===== src/core_pkg.sv =====
/*
 * Shared types, field widths and small helpers of the four-strand scalar pipeline.
 * Stages import it for instruction fields, data words and round-robin picking.
 */
package core_pkg;
	localparam int WORD_W = 32;	// Data and instruction word
	localparam int PC_W = 16;	// PC counts instruction words
	localparam int REG_IDX_W = 3;
	localparam int NUM_REGS = 1 << REG_IDX_W;	// Registers per strand
	localparam int OPCODE_W = 4;

	typedef logic [WORD_W-1:0] word_t;
	typedef logic [PC_W-1:0] pc_t;
	typedef logic [REG_IDX_W-1:0] reg_idx_t;

	// Instruction bits 31:28
	typedef enum logic [OPCODE_W-1:0] {
		op_add,		// dest = src1 + src2
		op_sub,		// dest = src1 - src2
		op_and,
		op_or,
		op_xor,
		op_addi,	// dest = src1 + imm
		op_bz,		// Branch to pc + imm if src1 is zero
		op_jmp,		// Always to pc + imm
		op_out,		// Output write of src1 at address imm
		op_stop		// Disables the issuing strand
	} opcode_t;

	// Ops with a register result
	function automatic logic is_alu(input opcode_t op);
		return op inside {op_add, op_sub, op_and, op_or, op_xor, op_addi};
	endfunction

	// First ready bit at or after start, wrapping; -1 if none
	function automatic int rr_pick(input logic [31:0] ready, input int start, input int count);
		int pick;
		int idx;
		pick = -1;
		for (int i = 0; i < count; i++)
		begin
			idx = (start + i) % count;
			if (pick < 0 && ready[idx])
				pick = idx;
		end
		return pick;
	endfunction
endpackage


===== src/instruction_fetch_stage.sv =====
/*
 * Fetch for all strands. One request per cycle through the instruction port,
 * round-robin over strands with an empty buffer, one buffer per strand.
 * A rollback reloads the PC and drops the strand's buffer and in-flight fetch.
 */
`timescale 1ns/1ps

module instruction_fetch_stage
	#(parameter int NUM_STRANDS = 4,
	parameter int STRAND_CODE_WORDS = 64,
	localparam int STRAND_W = $clog2(NUM_STRANDS))
	(input logic clk,
	input logic reset,
	output logic icache_request,
	output core_pkg::pc_t icache_addr,
	input core_pkg::word_t icache_data,	// Valid the cycle after the request
	input logic [NUM_STRANDS-1:0] ss_instruction_req,
	input logic [NUM_STRANDS-1:0] cr_strand_enable,
	input logic ex_rollback_request,
	input logic [STRAND_W-1:0] ex_rollback_strand,
	input core_pkg::pc_t ex_rollback_pc,
	output logic [NUM_STRANDS-1:0] if_instruction_valid,
	output core_pkg::word_t [NUM_STRANDS-1:0] if_instruction,
	output core_pkg::pc_t [NUM_STRANDS-1:0] if_pc);

	import core_pkg::*;

	pc_t [NUM_STRANDS-1:0] pc;	// Next word to fetch per strand
	logic [NUM_STRANDS-1:0] pending;	// Request out, data not yet captured
	logic [NUM_STRANDS-1:0] rollback_mask;
	logic [NUM_STRANDS-1:0] candidate;
	logic [STRAND_W-1:0] rr_ptr;
	logic [STRAND_W-1:0] req_strand;	// Strand of the request on the port
	logic resp_valid;	// icache_data holds a live word
	logic [STRAND_W-1:0] resp_strand;
	logic capture;
	int pick;

	always_comb
	begin
		rollback_mask = '0;
		if (ex_rollback_request)
			rollback_mask[ex_rollback_strand] = 1'b1;
	end

	assign candidate = cr_strand_enable & ~if_instruction_valid & ~pending & ~rollback_mask;
	assign pick = rr_pick(32'(candidate), int'(rr_ptr), NUM_STRANDS);
	assign capture = resp_valid && !rollback_mask[resp_strand];	// Squashed if rolled back

	always_ff @(posedge clk, posedge reset)
	begin
		if (reset)
		begin
			icache_request <= 1'b0;
			resp_valid <= 1'b0;
			req_strand <= '0;
			resp_strand <= '0;
			rr_ptr <= '0;
			pending <= '0;
			if_instruction_valid <= '0;
			for (int s = 0; s < NUM_STRANDS; s++)
				pc[s] <= pc_t'(s * STRAND_CODE_WORDS);	// Each strand at its own code slot
		end
		else
		begin
			icache_request <= pick >= 0;
			resp_valid <= icache_request && !rollback_mask[req_strand];
			resp_strand <= req_strand;
			pending <= pending & ~rollback_mask;
			if_instruction_valid <= if_instruction_valid & ~ss_instruction_req & ~rollback_mask;
			if (pick >= 0)
			begin
				req_strand <= STRAND_W'(pick);
				rr_ptr <= STRAND_W'((pick + 1) % NUM_STRANDS);
				pending[pick] <= 1'b1;
			end
			if (capture)
			begin
				pending[resp_strand] <= 1'b0;
				if_instruction_valid[resp_strand] <= 1'b1;
				pc[resp_strand] <= pc[resp_strand] + 1'b1;
			end
			if (ex_rollback_request)
				pc[ex_rollback_strand] <= ex_rollback_pc;	// Redirect wins
		end
	end

	always_ff @(posedge clk)
	begin
		if (pick >= 0)
			icache_addr <= pc[pick];
		if (capture)
		begin
			if_instruction[resp_strand] <= icache_data;
			if_pc[resp_strand] <= pc[resp_strand];	// PC holds until capture
		end
	end
endmodule


===== src/strand_select_stage.sv =====
/*
 * Issues at most one instruction per cycle from the full fetch buffers of
 * enabled strands, round-robin, and pulses the request that empties the buffer.
 */
`timescale 1ns/1ps

module strand_select_stage
	#(parameter int NUM_STRANDS = 4,
	localparam int STRAND_W = $clog2(NUM_STRANDS))
	(input logic clk,
	input logic reset,
	input logic [NUM_STRANDS-1:0] if_instruction_valid,
	input core_pkg::word_t [NUM_STRANDS-1:0] if_instruction,
	input core_pkg::pc_t [NUM_STRANDS-1:0] if_pc,
	input logic [NUM_STRANDS-1:0] cr_strand_enable,
	input logic ex_rollback_request,
	input logic [STRAND_W-1:0] ex_rollback_strand,
	output logic [NUM_STRANDS-1:0] ss_instruction_req,
	output logic ss_valid,
	output core_pkg::word_t ss_instruction,
	output core_pkg::pc_t ss_pc,
	output logic [STRAND_W-1:0] ss_strand);

	import core_pkg::*;

	logic [NUM_STRANDS-1:0] ready;
	logic [STRAND_W-1:0] rr_ptr;
	int pick;

	always_comb
	begin
		ready = if_instruction_valid & cr_strand_enable;
		if (ex_rollback_request)
			ready[ex_rollback_strand] = 1'b0;	// Buffer is wrong path
	end

	assign pick = rr_pick(32'(ready), int'(rr_ptr), NUM_STRANDS);

	always_comb
	begin
		ss_instruction_req = '0;
		if (pick >= 0)
			ss_instruction_req[pick] = 1'b1;	// Frees the buffer on this edge
	end

	// A registered instruction of a rolled-back strand is dropped by decode
	always_ff @(posedge clk, posedge reset)
	begin
		if (reset)
		begin
			ss_valid <= 1'b0;
			rr_ptr <= '0;
		end
		else
		begin
			ss_valid <= pick >= 0;
			if (pick >= 0)
				rr_ptr <= STRAND_W'((pick + 1) % NUM_STRANDS);
		end
	end

	always_ff @(posedge clk)
	begin
		if (pick >= 0)
		begin
			ss_instruction <= if_instruction[pick];
			ss_pc <= if_pc[pick];
			ss_strand <= STRAND_W'(pick);
		end
	end
endmodule


===== src/decode_stage.sv =====
/*
 * Splits the issued instruction into fields, drives the register file read
 * selects and registers the decoded instruction with both read values.
 */
`timescale 1ns/1ps

module decode_stage
	#(parameter int NUM_STRANDS = 4,
	localparam int STRAND_W = $clog2(NUM_STRANDS))
	(input logic clk,
	input logic reset,
	input logic ss_valid,
	input core_pkg::word_t ss_instruction,
	input core_pkg::pc_t ss_pc,
	input logic [STRAND_W-1:0] ss_strand,
	input core_pkg::word_t scalar_value1,
	input core_pkg::word_t scalar_value2,
	input logic ex_rollback_request,
	input logic [STRAND_W-1:0] ex_rollback_strand,
	output core_pkg::reg_idx_t ds_sel1,
	output core_pkg::reg_idx_t ds_sel2,
	output logic ds_valid,
	output core_pkg::opcode_t ds_op,
	output core_pkg::reg_idx_t ds_dest,
	output core_pkg::reg_idx_t ds_src1,
	output core_pkg::reg_idx_t ds_src2,
	output core_pkg::word_t ds_immediate,
	output core_pkg::pc_t ds_pc,
	output logic [STRAND_W-1:0] ds_strand,
	output core_pkg::word_t ds_value1,
	output core_pkg::word_t ds_value2);

	import core_pkg::*;

	logic squash;

	assign ds_sel1 = ss_instruction[24:22];	// Source 1
	assign ds_sel2 = ss_instruction[21:19];	// Source 2
	assign squash = ex_rollback_request && ex_rollback_strand == ss_strand;

	always_ff @(posedge clk, posedge reset)
	begin
		if (reset)
			ds_valid <= 1'b0;
		else
			ds_valid <= ss_valid && !squash;	// Younger than the branch in execute
	end

	always_ff @(posedge clk)
	begin
		ds_op <= opcode_t'(ss_instruction[31:28]);
		ds_dest <= ss_instruction[27:25];
		ds_src1 <= ds_sel1;
		ds_src2 <= ds_sel2;
		ds_immediate <= {{16{ss_instruction[15]}}, ss_instruction[15:0]};	// Sign extended
		ds_pc <= ss_pc;
		ds_strand <= ss_strand;
		ds_value1 <= scalar_value1;	// May be stale; execute bypasses
		ds_value2 <= scalar_value2;
	end
endmodule


===== src/scalar_register_file.sv =====
/*
 * Eight scalar registers per strand. Two combinational read ports indexed by
 * the strand in decode, one write port from memory access on the clock edge.
 */
`timescale 1ns/1ps

module scalar_register_file
	#(parameter int NUM_STRANDS = 4,
	localparam int STRAND_W = $clog2(NUM_STRANDS))
	(input logic clk,
	input logic reset,
	input core_pkg::reg_idx_t ds_sel1,
	input core_pkg::reg_idx_t ds_sel2,
	input logic [STRAND_W-1:0] ss_strand,
	input logic ma_write_en,
	input logic [STRAND_W-1:0] ma_strand,
	input core_pkg::reg_idx_t ma_dest,
	input core_pkg::word_t ma_result,
	output core_pkg::word_t scalar_value1,
	output core_pkg::word_t scalar_value2);

	import core_pkg::*;

	word_t regs [NUM_STRANDS][NUM_REGS];

	assign scalar_value1 = regs[ss_strand][ds_sel1];
	assign scalar_value2 = regs[ss_strand][ds_sel2];

	always_ff @(posedge clk, posedge reset)
	begin
		if (reset)
		begin
			for (int s = 0; s < NUM_STRANDS; s++)
				for (int r = 0; r < NUM_REGS; r++)
					regs[s][r] <= '0;	// Programs start from zeroed registers
		end
		else if (ma_write_en)
			regs[ma_strand][ma_dest] <= ma_result;
	end
endmodule


===== src/execute_stage.sv =====
/*
 * Execute: picks bypassed operands, runs the ALU and resolves branches and
 * stops. A taken branch or a stop raises a rollback for its strand in the same
 * cycle; results go to memory access through the ex register.
 */
`timescale 1ns/1ps

module execute_stage
	#(parameter int NUM_STRANDS = 4,
	localparam int STRAND_W = $clog2(NUM_STRANDS))
	(input logic clk,
	input logic reset,
	input logic ds_valid,
	input core_pkg::opcode_t ds_op,
	input core_pkg::reg_idx_t ds_dest,
	input core_pkg::reg_idx_t ds_src1,
	input core_pkg::reg_idx_t ds_src2,
	input core_pkg::word_t ds_immediate,
	input core_pkg::pc_t ds_pc,
	input logic [STRAND_W-1:0] ds_strand,
	input core_pkg::word_t ds_value1,
	input core_pkg::word_t ds_value2,
	input logic ma_write_en,
	input logic [STRAND_W-1:0] ma_strand,
	input core_pkg::reg_idx_t ma_dest,
	input core_pkg::word_t ma_result,
	input logic rf_write_en,
	input logic [STRAND_W-1:0] rf_strand,
	input core_pkg::reg_idx_t rf_dest,
	input core_pkg::word_t rf_result,
	output logic ex_valid,
	output core_pkg::opcode_t ex_op,
	output core_pkg::reg_idx_t ex_dest,
	output logic [STRAND_W-1:0] ex_strand,
	output core_pkg::word_t ex_result,
	output core_pkg::word_t ex_store_value,
	output core_pkg::word_t ex_address,
	output logic ex_rollback_request,
	output logic [STRAND_W-1:0] ex_rollback_strand,
	output core_pkg::pc_t ex_rollback_pc,
	output logic ex_stop);

	import core_pkg::*;

	logic ex_writes;
	logic branch_taken;
	word_t operand1;
	word_t operand2;
	word_t alu_result;

	assign ex_writes = ex_valid && is_alu(ex_op);

	// Youngest in-flight result first, register read last
	function automatic word_t bypass(input reg_idx_t src, input word_t read_value);
		if (ex_writes && ex_strand == ds_strand && ex_dest == src)
			return ex_result;
		else if (ma_write_en && ma_strand == ds_strand && ma_dest == src)
			return ma_result;
		else if (rf_write_en && rf_strand == ds_strand && rf_dest == src)
			return rf_result;	// Written after decode read the file
		return read_value;
	endfunction

	always_comb
	begin
		operand1 = bypass(ds_src1, ds_value1);
		operand2 = bypass(ds_src2, ds_value2);
		case (ds_op)
			op_add: alu_result = operand1 + operand2;
			op_sub: alu_result = operand1 - operand2;
			op_and: alu_result = operand1 & operand2;
			op_or: alu_result = operand1 | operand2;
			op_xor: alu_result = operand1 ^ operand2;
			op_addi: alu_result = operand1 + ds_immediate;
			default: alu_result = operand1;	// No register result
		endcase
	end

	assign branch_taken = ds_valid && (ds_op == op_jmp || (ds_op == op_bz && operand1 == '0));
	assign ex_stop = ds_valid && ds_op == op_stop;
	assign ex_rollback_request = branch_taken || ex_stop;
	assign ex_rollback_strand = ds_strand;
	assign ex_rollback_pc = ex_stop ? ds_pc : ds_pc + ds_immediate[15:0];	// Stop parks on itself

	always_ff @(posedge clk, posedge reset)
	begin
		if (reset)
			ex_valid <= 1'b0;
		else
			ex_valid <= ds_valid;
	end

	always_ff @(posedge clk)
	begin
		ex_op <= ds_op;
		ex_dest <= ds_dest;
		ex_strand <= ds_strand;
		ex_result <= alu_result;
		ex_store_value <= operand1;	// Output data
		ex_address <= ds_immediate;	// Output address
	end
endmodule


===== src/memory_access_stage.sv =====
/*
 * Memory access with writeback folded in. Pulses the uncached output write,
 * drives the register file write port and keeps a one-cycle delayed copy of
 * the writeback for the execute bypass.
 */
`timescale 1ns/1ps

module memory_access_stage
	#(parameter int NUM_STRANDS = 4,
	localparam int STRAND_W = $clog2(NUM_STRANDS))
	(input logic clk,
	input logic reset,
	input logic ex_valid,
	input core_pkg::opcode_t ex_op,
	input core_pkg::reg_idx_t ex_dest,
	input logic [STRAND_W-1:0] ex_strand,
	input core_pkg::word_t ex_result,
	input core_pkg::word_t ex_store_value,
	input core_pkg::word_t ex_address,
	output logic io_write_en,
	output core_pkg::word_t io_address,
	output core_pkg::word_t io_write_data,
	output logic [STRAND_W-1:0] io_req_strand,
	output logic ma_write_en,
	output logic [STRAND_W-1:0] ma_strand,
	output core_pkg::reg_idx_t ma_dest,
	output core_pkg::word_t ma_result,
	output logic rf_write_en,
	output logic [STRAND_W-1:0] rf_strand,
	output core_pkg::reg_idx_t rf_dest,
	output core_pkg::word_t rf_result);

	import core_pkg::*;

	assign io_req_strand = ma_strand;	// Same instruction as the write

	always_ff @(posedge clk, posedge reset)
	begin
		if (reset)
		begin
			io_write_en <= 1'b0;
			ma_write_en <= 1'b0;
			rf_write_en <= 1'b0;
		end
		else
		begin
			io_write_en <= ex_valid && ex_op == op_out;	// One cycle pulse
			ma_write_en <= ex_valid && is_alu(ex_op);
			rf_write_en <= ma_write_en;	// Covers the register read gap
		end
	end

	always_ff @(posedge clk)
	begin
		io_address <= ex_address;
		io_write_data <= ex_store_value;
		ma_strand <= ex_strand;
		ma_dest <= ex_dest;
		ma_result <= ex_result;
		rf_strand <= ma_strand;
		rf_dest <= ma_dest;
		rf_result <= ma_result;
	end
endmodule


===== src/control_registers.sv =====
/*
 * Strand enable mask, all strands on after reset. A stop clears its strand's
 * bit; halt is raised once no strand is left enabled and holds until reset.
 */
`timescale 1ns/1ps

module control_registers
	#(parameter int NUM_STRANDS = 4,
	localparam int STRAND_W = $clog2(NUM_STRANDS))
	(input logic clk,
	input logic reset,
	input logic ex_stop,
	input logic [STRAND_W-1:0] ex_strand,
	output logic [NUM_STRANDS-1:0] cr_strand_enable,
	output logic halt);

	always_ff @(posedge clk, posedge reset)
	begin
		if (reset)
		begin
			cr_strand_enable <= '1;
			halt <= 1'b0;
		end
		else
		begin
			if (ex_stop)
				cr_strand_enable[ex_strand] <= 1'b0;
			halt <= ~|cr_strand_enable;	// A cycle after the last stop lands
		end
	end
endmodule


===== src/pipeline.sv =====
/*
 * Top of the four-strand scalar pipeline. Wires fetch, strand select, decode,
 * execute and memory access with the register file and control registers.
 * Instruction memory and output writes are external ports.
 */
`timescale 1ns/1ps

module pipeline
	#(parameter int NUM_STRANDS = 4,
	parameter int STRAND_CODE_WORDS = 64,
	localparam int STRAND_W = $clog2(NUM_STRANDS))
	(input logic clk,
	input logic reset,
	output logic icache_request,
	output core_pkg::pc_t icache_addr,
	input core_pkg::word_t icache_data,
	output logic io_write_en,
	output core_pkg::word_t io_address,
	output core_pkg::word_t io_write_data,
	output logic [STRAND_W-1:0] io_req_strand,
	output logic halt);

	import core_pkg::*;

	logic [NUM_STRANDS-1:0] if_instruction_valid;
	word_t [NUM_STRANDS-1:0] if_instruction;
	pc_t [NUM_STRANDS-1:0] if_pc;
	logic [NUM_STRANDS-1:0] ss_instruction_req;
	logic [NUM_STRANDS-1:0] cr_strand_enable;
	logic ss_valid;
	word_t ss_instruction;
	pc_t ss_pc;
	logic [STRAND_W-1:0] ss_strand;
	reg_idx_t ds_sel1, ds_sel2;
	word_t scalar_value1, scalar_value2;
	logic ds_valid;
	opcode_t ds_op;
	reg_idx_t ds_dest, ds_src1, ds_src2;
	word_t ds_immediate, ds_value1, ds_value2;
	pc_t ds_pc;
	logic [STRAND_W-1:0] ds_strand;
	logic ex_valid, ex_rollback_request, ex_stop;
	opcode_t ex_op;
	reg_idx_t ex_dest;
	logic [STRAND_W-1:0] ex_strand, ex_rollback_strand;
	word_t ex_result, ex_store_value, ex_address;
	pc_t ex_rollback_pc;
	logic ma_write_en, rf_write_en;
	logic [STRAND_W-1:0] ma_strand, rf_strand;
	reg_idx_t ma_dest, rf_dest;
	word_t ma_result, rf_result;

	instruction_fetch_stage #(
		.NUM_STRANDS(NUM_STRANDS),
		.STRAND_CODE_WORDS(STRAND_CODE_WORDS)
	) instruction_fetch_stage (.*);

	strand_select_stage #(.NUM_STRANDS(NUM_STRANDS)) strand_select_stage (.*);

	decode_stage #(.NUM_STRANDS(NUM_STRANDS)) decode_stage (.*);

	scalar_register_file #(.NUM_STRANDS(NUM_STRANDS)) scalar_register_file (.*);

	execute_stage #(.NUM_STRANDS(NUM_STRANDS)) execute_stage (.*);

	memory_access_stage #(.NUM_STRANDS(NUM_STRANDS)) memory_access_stage (.*);

	// Stop resolves with its rollback, so the strand is the one in execute now
	control_registers #(.NUM_STRANDS(NUM_STRANDS)) control_registers (
		.ex_strand(ex_rollback_strand),
		.*);
endmodule


===== config.mk =====
export PLATFORM = sky130hd
export DESIGN_NAME = pipeline
export DESIGN_NICKNAME = d
export VERILOG_FILES = /design/src/core_pkg.sv /design/src/instruction_fetch_stage.sv /design/src/strand_select_stage.sv /design/src/decode_stage.sv /design/src/scalar_register_file.sv /design/src/execute_stage.sv /design/src/memory_access_stage.sv /design/src/control_registers.sv /design/src/pipeline.sv
export SDC_FILE = /design/constraint.sdc
export NUM_CORES = 2
export LEC_CHECK = 0
export CAP_MARGIN = 20
export CORE_UTILIZATION = 58
export CTS_BUF_LIST = sky130_fd_sc_hd__clkbuf_2
export DETAILED_ROUTE_END_ITERATION = 7
export DONT_BUFFER_PORTS = 1
export PLACE_DENSITY = 0.74
export SYNTH_ARGS = -nofsm -noshare
export SYNTH_HDL_FRONTEND = slang
export SYNTH_SLANG_ARGS = --single-unit

===== constraint.sdc =====
create_clock -name clk -period 51.5 [get_ports clk]
set_clock_uncertainty 0.05 [all_clocks]
set_input_delay 10.3 -clock clk [delete_from_list [all_inputs] [get_ports clk]]
set_output_delay 10.3 -clock clk [all_outputs]
set_load 0.02 [all_outputs]

==> metrics.md <==
| Metric | Value |
|---|---|
| Outcome | completed |
| Largest net degree at the start of global routing | 176 |
| Layout area overhead | 7.250% |
| Root buffer selected by CTS | clkbuf_2 |
| Worst Tran Pin Value | 1.145 ns |
| Port Buf Inserts | 0 |
| Achievable frequency | 77.01 MHz |
| Period Utilization, post-route | 25.21% |
| Yosys cell types | 94 |
| Tightest Hold Check Type | flip-flop to flip-flop |
| Vias in the first global route | 49,640 |
| Syn_nets | 5,449 |
| Kind of start point of the critical path | flip-flop |
| Cell Int Power | 1.695 mW |
| Die H | 366.2 um |
| Setup Buffers After CTS | 0 |
| Unrepaired setup endpoints after global routing | no |
| Top cell type's share of synthesized area | 36.07% |
| Die area | 0.1341 sq mm |
| Clock power share | 39.6% |
| Ys Warns | 0 |
| Post-DP HPWL | 118,700 um |
| Top Ports | 119 |
| CP Data Required Time | 41.15 ns |
| Seq pwr share | 59.6% |
| Sw Pwr | 0.5546 mW |
| Worst slew margin | 23.55% |
| ANT nets after route | 0 |
| Synthesized area | 0.07693 sq mm |
| CTS hold repair buffers | 0 |
| Die W | 366.2 um |
| Num CTS Buffers | 426 |
| # resized after CTS | 0 |
| Post-route cell area | 0.08251 sq mm |
| Antenna violations before repair | 4 |
| Leading post-synthesis cells by cell area | dfrtp_1 (36%), mux2_2 (17%), mux4_2 (12%) |
| Final hold viol count | 0 |
| Maxcap violations | 0 |
| Core area | 0.1315 sq mm |
| Row count | 133 |
| DRT Pass-1 Iters | 7 |
| WHS | 0.2098 ns |
| Clock Latency Late Sink | 1.77 ns |
| Inst Count DP | 6,713 |
| Switch share | 24.65% |
| All-Layer GR Usage | 30.20% |
| Clk slew on worst S/H paths | 0.10 ns |
| Area leader, netlist | dfrtp_1 |
| Leak | 38.31 nW |
| Final nets | 5,560 |
| Wire per inst | 26.73 um |
| Initial Util | 58.52% |
| Crit end category | output pin |
| TNS Setup | 0 ns |
| # setup viols final | 0 |
| H-Tree Level Count | 5 |
| Crit path max fanout | 17 |
| First-pass GRT wire length | 305,400 um |
| Via Count | 47,750 |
| FF+latch count, synth | 1,682 |
| Async S/R FF share, synth | 66.41% |
| Mean Syn Cell Area | 14.55 sq um |
| Gp weighted congestion | 0.9251 |
| Area post-placement | 0.07839 sq mm |
| Power, Total | 2.250 mW |
| CTS max path bufs | 4 |
| Max Slew Vio Count | 0 |
| Drt via density | 6.372 |
| Pwr Density | 27.26 mW/mm^2 |
| WS Path Type | flip-flop to output pin |
| Peak VDD IR | 0.00002194 V |
| Top_reg_cell synth | dfrtp_1 |
| Share of cells above drive strength 1 | 42.70% |
| Post-route DRC violation count | 0 |
| Fillers | 9,858 |
| Post-synth top cells | mux2_2 (1,134), dfrtp_1 (1,109), mux4_2 (400) |
| Routed WL | 200,300 um |
| Register area share after synthesis | 54.21% |
| CTS tree | yes |
| Number of enable flip-flop cells after synthesis | 243 |
| Power share of the combinational group | 0.8% |
| Drt initial violations | 4,429 |
| Arr. time, crit path | 2.63 ns |
| Clock sinks | 1,682 |
| Post-synthesis cell count | 5,286 |
| Count leader, synth | mux2_2 |
| Gr ovfl total | 0 |
| Final Instance Count excl. Fillers | 7,494 |
| Final Critical Period | 12.98 ns |
-- worst reg2reg max path, delay by kind of cell, from the launching register on --
kind                      cells  cell delay [ns]
muxes                         3             0.90
and+or+nand+nor               4             2.28
AOI/OAI and AO/OA             5             2.56
xor gates and xnor gates      1             0.21
buffers and inverters         3             1.67
DFF                           1             0.83
-- power groups by stage --
stage	Combinational, mW	Clock [mW]	Sequential, mW
5_1_grt	0.0215	0.984	1.34
2_1_floorplan	0.0127	0	1.37
4_1_cts	0.0188	0.913	1.34
6_report	0.0179	0.891	1.34
3_3_place_gp	0.0183	0	1.37
3_5_place_dp	0.0188	0	1.37
-- stage by stage --
| step | util, % | worst slack [ns] |
|---|---|---|
| CTS | 62.53 | 38.29 |
| finish | 62.76 | 38.52 |
| global placement | 59.52 | 37.84 |
| global route | 62.76 | 38.33 |
| floorplan | - | 9.710 |
| detailed placement | 59.63 | 37.75 |
-- placed cells by master (no fill, tap or decap), drive strengths merged, types with 11 or more instances in the layout --
master / Yosys / routed
dfxtp: 322 / 322
nor2: 101 / 101
nor2b: 11 / 11
a31oi: 32 / 32
and3: 11 / 11
edfxtp: 243 / 243
buf: 170 / 130
or4: 33 / 33
mux2i: 197 / 197
and2: 25 / 25
nand3: 53 / 53
o22ai: 15 / 15
inv: 90 / 94
nand2: 177 / 177
mux2: 1140 / 1140
mux4: 400 / 400
o211ai: 79 / 79
nand4: 17 / 17
xor2: 38 / 38
clkbuf: 277 / 647
a21o: 22 / 22
dfrtp: 1109 / 1109
nor3: 32 / 32
nor4: 13 / 13
o21ai: 153 / 153
or3: 39 / 39
a22oi: 26 / 26
nor3b: 14 / 14
a21oi: 80 / 80
a211oi: 33 / 33
ha: 127 / 127
xnor2: 38 / 38
o221ai: 37 / 37
clkinv: 0 / 108
-- sequential cells by signal, indices dropped and copies added, names as in the netlist, 29 cells and up --
register                                cells
instruction_fetch_stage.pc                 64
memory_access_stage.ma_result              32
scalar_register_file.regs                1024
memory_access_stage.io_write_data          32
execute_stage.ex_result                    32
instruction_fetch_stage.if_pc              64
decode_stage.ds_value1                     32
strand_select_stage.ss_instruction         29
execute_stage.ex_store_value               32
decode_stage.ds_value2                     32
memory_access_stage.rf_result              32
instruction_fetch_stage.if_instruction    116
-- final timing paths --
path / from / endpoint / slack, ns / depth (start not counted)
min reg2reg: execute_stage.ex_store_value[13]$_DFF_P_ / memory_access_stage.io_write_data[13]$_DFF_P_ / 0.21 / 0
min: execute_stage.ex_store_value[13]$_DFF_P_ / memory_access_stage.io_write_data[13]$_DFF_P_ / 0.21 / 0
min in group asynchronous: reset / scalar_register_file.regs[542]$_DFFE_PP0P_ / 8.58 / 1
max in group asynchronous: reset / scalar_register_file.regs[296]$_DFFE_PP0P_ / 39.54 / 4
max reg2reg: memory_access_stage.io_req_strand[0]$_DFF_P_ / strand_select_stage.ss_instruction[15]$_DFFE_PN_ / 42.56 / 16
max: memory_access_stage.io_address[15]$_DFF_P_ / io_address[15] / 38.52 / 0
-- layout make-up --
cell class,instances,area (sq um),share of cell area (%)
flip-flops and latches,1682,41710,50.55
well taps,1755,2196,2.661
inverters,90,345.3,0.4185
diodes,6,15.01,0.01820
multi-input cells,3067,33100,40.12
repair buffers,130,1324,1.604
clock buffers,647,3238,3.924
clock inverters,117,580.6,0.7036
-- kinds of logic (layout without fill, tap and decap cells) --
family                     after synthesis  count (layout)  share of synthesized area [%]
buffers and inverters                  537             984                          3.079
xor gates and xnor gates                76              76                         0.9043
AOI/OAI and AO/OA                      565             565                          4.946
adders and majority gates              129             129                          2.118
and+or+nand+nor                        560             560                          3.785
other                                    0               6                              0
DFF                                   1682            1682                          54.21
muxes                                 1737            1737                          30.96
-- layer usage --
layer,track usage (%),up-vias,wire [um]
met2,46.81,2040,94190
li1,-,20410,-
met4,15.64,0,9421
met5,0,-,0
met3,5.384,471,14270
met1,41.12,24830,82470
Power figures use the tool's default switching activity.
